## src/hdl/rsaPkg.sv

```systemverilog
// ##############################
// rsa operand package
// word and operand widths and the
// data types built on them
// ##############################

package rsaPkg;

   localparam int WordBits    = 32;                   // host bus width
   localparam int NumWords    = 4;                    // words per operand
   localparam int OperandBits = WordBits * NumWords;  // 128 bit operands

   // one host word
   typedef logic [WordBits-1:0] word_t;

   // a full operand (key, modulus, message, result)
   typedef logic [OperandBits-1:0] operand_t;

   // word index within a burst
   typedef logic [$clog2(NumWords)-1:0] wordCount_t;

   // bit index within an operand
   typedef logic [$clog2(OperandBits)-1:0] bitCount_t;

endpackage

```

## src/hdl/rsaCtrlPkg.sv

```systemverilog
// ##############################
// rsa control package
// host state codes and the
// burst target select
// ##############################

package rsaCtrlPkg;

   // state codes as seen on the state output
   typedef enum logic [2:0] {
      INIT     = 3'd1,
      IDLE     = 3'd2,
      KEY_GET  = 3'd3,
      MOD_GET  = 3'd4,
      DATA_GET = 3'd5,
      DATA_OUT = 3'd6,
      ENCRYPT  = 3'd7
   } hostState_t;

   typedef enum logic [1:0] {
      SelKey,
      SelMod,
      SelData
   } operandSel_t;

endpackage

```

## src/hdl/mulIf.sv

```systemverilog
// ##############################
// modular multiply interface
// exponent sequencer to multiplier
// ##############################

`timescale 1ns/100ps

interface mulIf import rsaPkg::*; ();

   logic     start;         // one cycle, operands sampled here
   operand_t multiplicand;
   operand_t multiplier;
   operand_t modulus;
   operand_t product;       // valid from done until next start
   logic     done;          // one cycle pulse

   modport master (output start, multiplicand, multiplier, modulus,
                   input  product, done);

   modport slave  (input  start, multiplicand, multiplier, modulus,
                   output product, done);

endinterface

```

## src/hdl/hostSequencer.sv

```systemverilog
// ##############################
// host command decoder
// load, encrypt and output FSM
// ##############################

`timescale 1ns/100ps

module hostSequencer import rsaPkg::*, rsaCtrlPkg::*; (
   input  logic        CLK,
   input  logic        resetn,
   input  logic        enable,
   input  logic        keyReady,
   input  logic        modReady,
   input  logic        dataReady,
   input  logic        expDone,
   output hostState_t  state,
   output logic        finish,
   output logic        keyEnd,
   output logic        modEnd,
   output logic        dataOutReady,
   output logic        loadWord,
   output operandSel_t loadSel,
   output logic        expStart,
   output logic        outShift
);

   wordCount_t wordCnt;
   logic       keyLoaded, modLoaded;   // loaded since reset
   logic       resultPending;          // expDone seen while frozen
   logic       lastWord;
   logic       inBurst;

   assign lastWord = (wordCnt == wordCount_t'(NumWords - 1));
   assign inBurst  = (state == KEY_GET) || (state == MOD_GET) || (state == DATA_GET);
   assign loadWord = enable && inBurst;
   assign outShift = enable && (state == DATA_OUT);
   assign finish   = (state != INIT) && (state != IDLE);

   always_comb begin
      case (state)
         KEY_GET: loadSel = SelKey;
         MOD_GET: loadSel = SelMod;
         default: loadSel = SelData;
      endcase
   end

   always_ff @(posedge CLK) begin
      if (!resetn) begin
         state         <= INIT;
         wordCnt       <= '0;
         keyLoaded     <= 1'b0;
         modLoaded     <= 1'b0;
         keyEnd        <= 1'b0;
         modEnd        <= 1'b0;
         dataOutReady  <= 1'b0;
         expStart      <= 1'b0;
         resultPending <= 1'b0;
      end else begin
         dataOutReady <= 1'b0;             // single cycle pulses
         expStart     <= 1'b0;
         if (expDone)
            resultPending <= 1'b1;
         if (enable) begin
            case (state)
               INIT, IDLE: begin
                  wordCnt <= '0;
                  if (keyReady || modReady ||
                      (dataReady && state == IDLE && keyLoaded && modLoaded)) begin
                     keyEnd <= 1'b0;       // new command clears both end flags
                     modEnd <= 1'b0;
                  end
                  if (keyReady)
                     state <= KEY_GET;
                  else if (modReady)
                     state <= MOD_GET;
                  else if (dataReady && state == IDLE && keyLoaded && modLoaded)
                     state <= DATA_GET;
               end
               KEY_GET: begin
                  wordCnt <= wordCnt + 1'b1;
                  if (lastWord) begin
                     state     <= IDLE;
                     keyEnd    <= 1'b1;
                     keyLoaded <= 1'b1;
                  end
               end
               MOD_GET: begin
                  wordCnt <= wordCnt + 1'b1;
                  if (lastWord) begin
                     state     <= IDLE;
                     modEnd    <= 1'b1;
                     modLoaded <= 1'b1;
                  end
               end
               DATA_GET: begin
                  wordCnt <= wordCnt + 1'b1;
                  if (lastWord) begin
                     state    <= ENCRYPT;
                     expStart <= 1'b1;     // message complete from next cycle
                  end
               end
               ENCRYPT: begin
                  if (expDone || resultPending) begin
                     state         <= DATA_OUT;
                     dataOutReady  <= 1'b1;
                     wordCnt       <= '0;
                     resultPending <= 1'b0;
                  end
               end
               DATA_OUT: begin
                  wordCnt <= wordCnt + 1'b1;
                  if (lastWord)
                     state <= IDLE;
               end
               default: state <= IDLE;
            endcase
         end
      end
   end

endmodule

```

## src/hdl/operandStore.sv

```systemverilog
// ##############################
// operand load registers
// word serial key, modulus and
// message with key bit rotation
// ##############################

`timescale 1ns/100ps

module operandStore import rsaPkg::*, rsaCtrlPkg::*; (
   input  logic        CLK,
   input  logic        resetn,
   input  word_t       keyIn,
   input  word_t       modIn,
   input  word_t       dataIn,
   input  logic        loadWord,
   input  operandSel_t loadSel,
   input  logic        keyShift,
   output logic        keyMsb,
   output operand_t    modulus,
   output operand_t    message
);

   operand_t key;

   always_ff @(posedge CLK) begin
      if (!resetn)
         key <= '0;
      else if (loadWord && loadSel == SelKey)
         key <= {keyIn, key[OperandBits-1:WordBits]};    // first word ends lowest
      else if (keyShift)
         key <= {key[OperandBits-2:0], key[OperandBits-1]};   // rotate, msb first
   end

   always_ff @(posedge CLK) begin
      if (loadWord && loadSel == SelMod)
         modulus <= {modIn, modulus[OperandBits-1:WordBits]};
      if (loadWord && loadSel == SelData)
         message <= {dataIn, message[OperandBits-1:WordBits]};
   end

   assign keyMsb = key[OperandBits-1];

endmodule

```

## src/hdl/expSequencer.sv

```systemverilog
// ##############################
// binary exponentiation control
// left to right square and multiply
// ##############################

`timescale 1ns/100ps

module expSequencer import rsaPkg::*; (
   input  logic       CLK,
   input  logic       resetn,
   input  logic       expStart,
   input  logic       keyMsb,
   input  operand_t   modulus,
   input  operand_t   message,
   output logic       keyShift,
   output logic       expDone,
   output operand_t   result,
   mulIf.master       mul
);

   typedef enum logic [1:0] {PhIdle, PhScan, PhSqr, PhMul} phase_t;

   phase_t    phase;
   bitCount_t bitCnt;      // key bits consumed, wraps after the last
   logic      started;     // first 1 bit found
   logic      curBit;      // key bit of the current step
   logic      mulMsg;      // second operand is the message
   operand_t  acc;

   assign keyShift         = (phase == PhScan);
   assign result           = acc;
   assign mul.multiplicand = acc;
   assign mul.multiplier   = mulMsg ? message : acc;
   assign mul.modulus      = modulus;

   always_ff @(posedge CLK) begin
      if (!resetn) begin
         phase     <= PhIdle;
         bitCnt    <= '0;
         started   <= 1'b0;
         mul.start <= 1'b0;
         expDone   <= 1'b0;
      end else begin
         mul.start <= 1'b0;
         expDone   <= 1'b0;
         case (phase)
            PhIdle: begin
               if (expStart) begin
                  phase   <= PhScan;
                  bitCnt  <= '0;
                  started <= 1'b0;
                  acc     <= operand_t'(1);   // all zero key gives 1
               end
            end
            PhScan: begin
               bitCnt <= bitCnt + 1'b1;
               curBit <= keyMsb;
               if (started) begin
                  mul.start <= 1'b1;          // square first
                  mulMsg    <= 1'b0;
                  phase     <= PhSqr;
               end else begin
                  if (keyMsb) begin
                     acc     <= message;
                     started <= 1'b1;
                  end
                  if (bitCnt == bitCount_t'(OperandBits - 1)) begin
                     expDone <= 1'b1;
                     phase   <= PhIdle;
                  end
               end
            end
            PhSqr: begin
               if (mul.done) begin
                  acc <= mul.product;
                  if (curBit) begin
                     mul.start <= 1'b1;
                     mulMsg    <= 1'b1;
                     phase     <= PhMul;
                  end else if (bitCnt == '0) begin
                     expDone <= 1'b1;
                     phase   <= PhIdle;
                  end else begin
                     phase <= PhScan;
                  end
               end
            end
            PhMul: begin
               if (mul.done) begin
                  acc   <= mul.product;
                  phase <= (bitCnt == '0) ? PhIdle : PhScan;
                  if (bitCnt == '0)
                     expDone <= 1'b1;
               end
            end
            default: phase <= PhIdle;
         endcase
      end
   end

endmodule

```

## src/hdl/modMultiplier.sv

```systemverilog
// ##############################
// bit serial modular multiplier
// interleaved a * b mod n, one
// multiplier bit per cycle
// ##############################

`timescale 1ns/100ps

module modMultiplier import rsaPkg::*; (
   input  logic CLK,
   input  logic resetn,
   mulIf.slave  mul
);

   operand_t             a, b, n;
   logic [OperandBits:0] acc;              // one spare bit for 2 * acc
   logic [OperandBits:0] dbl, red1, sum, red2;
   logic [OperandBits:0] nExt;
   bitCount_t            cnt;
   logic                 busy;

   always_comb begin
      nExt = {1'b0, n};
      dbl  = acc << 1;
      red1 = (dbl >= nExt) ? dbl - nExt : dbl;          // first reduction
      sum  = red1 + (b[OperandBits-1] ? {1'b0, a} : '0);
      red2 = (sum >= nExt) ? sum - nExt : sum;          // second reduction
   end

   always_ff @(posedge CLK) begin
      if (!resetn) begin
         busy     <= 1'b0;
         cnt      <= '0;
         mul.done <= 1'b0;
      end else begin
         mul.done <= 1'b0;
         if (mul.start) begin
            a    <= mul.multiplicand;
            b    <= mul.multiplier;
            n    <= mul.modulus;
            acc  <= '0;
            cnt  <= '0;
            busy <= 1'b1;
         end else if (busy) begin
            acc <= red2;
            b   <= b << 1;
            cnt <= cnt + 1'b1;
            if (cnt == bitCount_t'(OperandBits - 1)) begin
               busy     <= 1'b0;
               mul.done <= 1'b1;
            end
         end
      end
   end

   assign mul.product = acc[OperandBits-1:0];

endmodule

```

## src/hdl/resultUnloader.sv

```systemverilog
// ##############################
// result output shifter
// one word per cycle, lsw first
// ##############################

`timescale 1ns/100ps

module resultUnloader import rsaPkg::*; (
   input  logic     CLK,
   input  logic     resetn,
   input  logic     expDone,
   input  operand_t result,
   input  logic     outShift,
   output word_t    dataOut
);

   operand_t outReg;

   always_ff @(posedge CLK) begin
      if (!resetn)
         outReg <= '0;
      else if (expDone)
         outReg <= result;                 // capture final accumulator
      else if (outShift)
         outReg <= outReg >> WordBits;     // next word down
   end

   assign dataOut = outReg[WordBits-1:0];

endmodule

```

## src/hdl/rsaTop.sv

```systemverilog
// ##############################
// rsa modexp macro top level
// computes data ** key mod mod
// over a 32 bit word serial host bus
// ##############################

`timescale 1ns/100ps

module rsaTop import rsaPkg::*, rsaCtrlPkg::*; (
   input  logic       CLK,
   input  logic       resetn,
   input  logic       enable,
   input  word_t      keyIn,
   input  word_t      modIn,
   input  word_t      dataIn,
   input  logic       keyReady,
   input  logic       modReady,
   input  logic       dataReady,
   output word_t      dataOut,
   output logic       finish,
   output logic       keyEnd,
   output logic       modEnd,
   output logic       dataOutReady,
   output hostState_t state
);

   logic        loadWord;
   operandSel_t loadSel;
   logic        expStart;
   logic        expDone;
   logic        outShift;
   logic        keyShift;
   logic        keyMsb;
   operand_t    modulus;
   operand_t    message;
   operand_t    result;

   mulIf mul_i ();

   // decode
   hostSequencer hostSeq_i (
      .CLK, .resetn, .enable, .keyReady, .modReady, .dataReady, .expDone,
      .state, .finish, .keyEnd, .modEnd, .dataOutReady,
      .loadWord, .loadSel, .expStart, .outShift
   );

   operandStore store_i (
      .CLK, .resetn, .keyIn, .modIn, .dataIn, .loadWord, .loadSel, .keyShift,
      .keyMsb, .modulus, .message
   );

   // execute
   expSequencer expSeq_i (
      .CLK, .resetn, .expStart, .keyMsb, .modulus, .message,
      .keyShift, .expDone, .result, .mul(mul_i.master)
   );

   modMultiplier modMul_i (
      .CLK, .resetn, .mul(mul_i.slave)
   );

   // result
   resultUnloader unload_i (
      .CLK, .resetn, .expDone, .result, .outShift, .dataOut
   );

endmodule

```

## config.mk

```make
export PLATFORM = sky130hd
export DESIGN_NAME = rsaTop
export DESIGN_NICKNAME = d
export VERILOG_FILES = /design/src/hdl/rsaPkg.sv /design/src/hdl/rsaCtrlPkg.sv /design/src/hdl/mulIf.sv /design/src/hdl/hostSequencer.sv /design/src/hdl/operandStore.sv /design/src/hdl/expSequencer.sv /design/src/hdl/modMultiplier.sv /design/src/hdl/resultUnloader.sv /design/src/hdl/rsaTop.sv
export SDC_FILE = /design/constraint.sdc
export NUM_CORES = 2
export LEC_CHECK = 0
export ABC_AREA = 1
export BUFFER_PORTS_ARGS = -buffer_cell sky130_fd_sc_hd__buf_2
export CAP_MARGIN = 25
export CORE_UTILIZATION = 40
export DETAILED_ROUTE_END_ITERATION = 16
export HOLD_SLACK_MARGIN = 0.12
export SLEW_MARGIN = 15
export SYNTH_ARGS = -nofsm -noshare
export SYNTH_HDL_FRONTEND = slang
export SYNTH_HIERARCHICAL = 1
export SYNTH_SLANG_ARGS = --single-unit
```

## constraint.sdc

```tcl
create_clock -name CLK -period 18.15 [get_ports CLK]
set_input_delay 3.63 -clock CLK [delete_from_list [all_inputs] [get_ports CLK]]
set_output_delay 3.63 -clock CLK [all_outputs]
set_load 0.01 [all_outputs]
```

==> run_results.csv <==
group,metric,value,unit
finish,drive_gt1_share,6.19,%
timing,slew_headroom,19.2,%
floorplanning,num_rows,169,
setup_path,worstPathMaxFanout,164,
cts,cts_resized,0,
synthesis,async_reset_ff_share,0,%
synthesis,synth_edf_count,898,
cts,cts_root_buf,"clkbuf_16",
floorplanning,pin_count,141,
finish,fin_area,92100,um^2
placed_design,gp_congestion,1.15,
power_and_ir_drop,p_leak,0.0388,uW
cts,cts_setup_buffers,0,
finish,fill_cells,22419,
setup_path,cp.required,18.71,ns
synthesis,synth_xor_area_share,3.16,%
floorplanning,core_area,213000,um^2
timing,drv_slew,0,
floorplanning,dieWidth,466,um
timing,setup_viol,0,
route,drtPass1Iterations,8,
floorplanning,die-area,217000,um^2
finish,final_nets,12358,
placed_design,placed_area,87000,um^2
synthesis,synth_warnings,6,
timing,finalHoldViolCount,0,
synthesis,syn_area,85900,um^2
route,ant_nets,0,
global_route,grt_usage,42.8,%
route,num_vias,85304,
route,via_per_inst,5.75,
timing,fin_skew,0.0666,ns
synthesis,syn-num-nets,12607,
synthesis,synth-simple-area-share,27.4,%
global_route,antenna_found_initial,46,
timing,period_share,71.9,%
setup_path,crit_type,"register to register",
global_route,grt_overflow,0,
timing,layout_min_cycle_time,13.04,ns
cts,cts_sinks,1187,
global_route,grt_pass1_vias,78109,
synthesis,synth_top_family_by_area,"simple AND/OR/NAND/NOR gates",
timing,max_slew.worst_pin.slew,1.20,ns
route,drtIter0Drc,11991,
floorplanning,initial_core_util,40.4,%
placed_design,hpwl,392,mm
synthesis,ys.flop_type,"edfxtp_1",
cts,htreeDepth,4,
route,drt-wirelength-per-cell,32.2,um
synthesis,synth_compound_area_share,12.0,%
cts,cts_buffers,142,
hold_path,hp-class,"register to register",
placed_design,place.port_buffers,140,
synthesis,synthMuxAreaShare,1.68,%
setup_path,cp_common_cell,"nand2_1",
cts,clk_latency,0.86,ns
synthesis,yosys.area_share.adder,5.81,%
cts,clockBufferDepth,3,
synthesis,synth-seq-cells,1187,
route,route.detailed.drc,0,
route,routed_wl,477,mm
floorplanning,die_y,466,um
finish,final_cell_mix,"3535 x nand2_1, 1639 x inv_1, 1429 x nor2_1",
timing,tns,0,ns
synthesis,ys_seq_area_share,38.1,%
synthesis,avgSynthCellArea,7.10,um^2
setup_path,slowest_stage,"xor2_1",
finish,finish.utilization,43.3,%
global_route,grt_max_degree,165,
synthesis,syn_inst,12108,
cts,clk_pin_slew,0.06,ns
global_route,grt_pass1_wl,635,mm
timing,max_freq,76.7,MHz
flow_run,drv_cap,0,
cts,cts_tree,"done",
finish,final_common_cell,"nand2_1",
power_and_ir_drop,irDropWorstVdd,101,uV
timing,rsz0062_at_grt,"no",
power_and_ir_drop,pwr_density_cell,71.3,nW/um^2
setup_path,crit_path_start_kind,"register",
synthesis,ys_types,60,
cts,hold_buffers,0,
setup_path,cp-end-kind,"register",
finish,area_delta_synth_final,7.18,%
run_status,outcome,"complete, no violations",
setup_path,cpPeakStageDelay,0.84,ns
setup_path,crit_arrival,13.61,ns
-- area by class of cell --
class | instances | area (um^2) | area share [%]
diodes | 40 | 100 | 0.109
clock buffers | 182 | 3850 | 4.18
clock inverters | 84 | 917 | 0.996
inverters | 1667 | 6280 | 6.82
multi-input cells | 8630 | 43200 | 46.9
flip-flops and latches | 1187 | 32800 | 35.6
well taps | 2821 | 3530 | 3.83
repair buffers | 231 | 1510 | 1.64
-- state kept, by name, indices dropped and copies added, names as in the netlist, 2 cells and up --
signal,count
expSeq_i/mul.multiplicand,128
modMul_i/a,128
modMul_i/acc,128
modMul_i/b,128
modMul_i/n,128
store_i/key,128
store_i/message,128
store_i/modulus,128
unload_i/outReg,128
expSeq_i/bitCnt,7
modMul_i/cnt,7
hostSeq_i/state,3
expSeq_i/phase,2
hostSeq_i/wordCnt,2
-- metal layers --
metal / share of wire, % / track usage (%) / vias to the layer above
met5: 0.063 / 0 / -
met3: 11 / 12.5 / 879
met4: 7.6 / 28.0 / 12
li1: - / - / 38339
met1: 40 / 55.8 / 40808
met2: 41 / 61.4 / 5266
-- power breakdown --
group	switching, uW	internal, uW	total (uW)
clock network	1310	1660	2980
registers	145	3030	3170
logic	298	119	417
-- through the flow --
| step | worst slack, ns | total power (uW) | hold WS [ns] | instances |
|---|---|---|---|---|
| after CTS | 5.81 | 6560 | 0.416 | 14789 |
| after global routing | 4.89 | 6730 | 0.420 | 14816 |
| after floorplan | 7.86 | 3470 | 0.428 | 12108 |
| after detailed placement | 5.90 | 3620 | 0.405 | 14523 |
| final | 5.11 | 6570 | 0.416 | 14842 |
| after global placement | 5.53 | 3600 | 0.402 | 14515 |
-- synthesized netlist by cell type, types with 33 or more instances --
cell      count  area (um^2)
nand3_1     589         2950
clkbuf_1    134          503
buf_4       319         2390
nand2_1    3537        13300
xor2_1      204         1790
o21a_1       33          248
a21o_1       59          443
mux2_2      128         1440
xnor2_1     106          928
nor2_2       37          231
nor2_1     1433         5380
a21oi_1    1113         5570
o21bai_1     91          683
nand4_1      47          294
buf_2       135          676
nor3_1       95          475
inv_1      1645         6170
dfxtp_1     289         5790
ha_1        394         4930
edfxtp_1    898        27000
o21ai_0     507         2540
nand2_2      48          300
-- worst max-delay path: cells and delay by family (launching register included) --
| kind | cells | cell delay (ns) |
|---|---|---|
| AO/OA/AOI/OAI | 8 | 2.73 |
| XOR/XNOR | 1 | 0.84 |
| adder cells (fa/ha/maj) | 3 | 1.39 |
| buffers and inverters | 9 | 3.25 |
| flip-flops | 1 | 0.52 |
| AND/OR/NAND/NOR | 20 | 3.65 |
-- path summary, 6_finish.rpt --
check | slack, ns | cells past startpoint | endpoint | from
min | 0.42 | 0 | modMul_i/n[2]$_DFFE_PP_ | store_i/modulus[2]$_DFFE_PP_
min reg2reg | 0.42 | 0 | modMul_i/n[2]$_DFFE_PP_ | store_i/modulus[2]$_DFFE_PP_
max | 5.11 | 41 | modMul_i/acc[6]$_SDFFCE_PP0P_ | modMul_i/acc[109]$_SDFFCE_PP0P_
max reg2reg | 5.11 | 41 | modMul_i/acc[6]$_SDFFCE_PP0P_ | modMul_i/acc[109]$_SDFFCE_PP0P_
-- logic make-up (layout without fill, tap and decap cells) --
family | count (synthesis) | after routing
AND/OR/NAND/NOR | 5879 | 5879
buffers and inverters | 2291 | 2164
AO/OA/AOI/OAI | 1916 | 1916
flip-flops | 1187 | 1187
adder cells (fa/ha/maj) | 397 | 397
XOR/XNOR | 310 | 310
multiplexers | 128 | 128
other | 0 | 40
No activity file was read; power rests on OpenSTA's default activity.
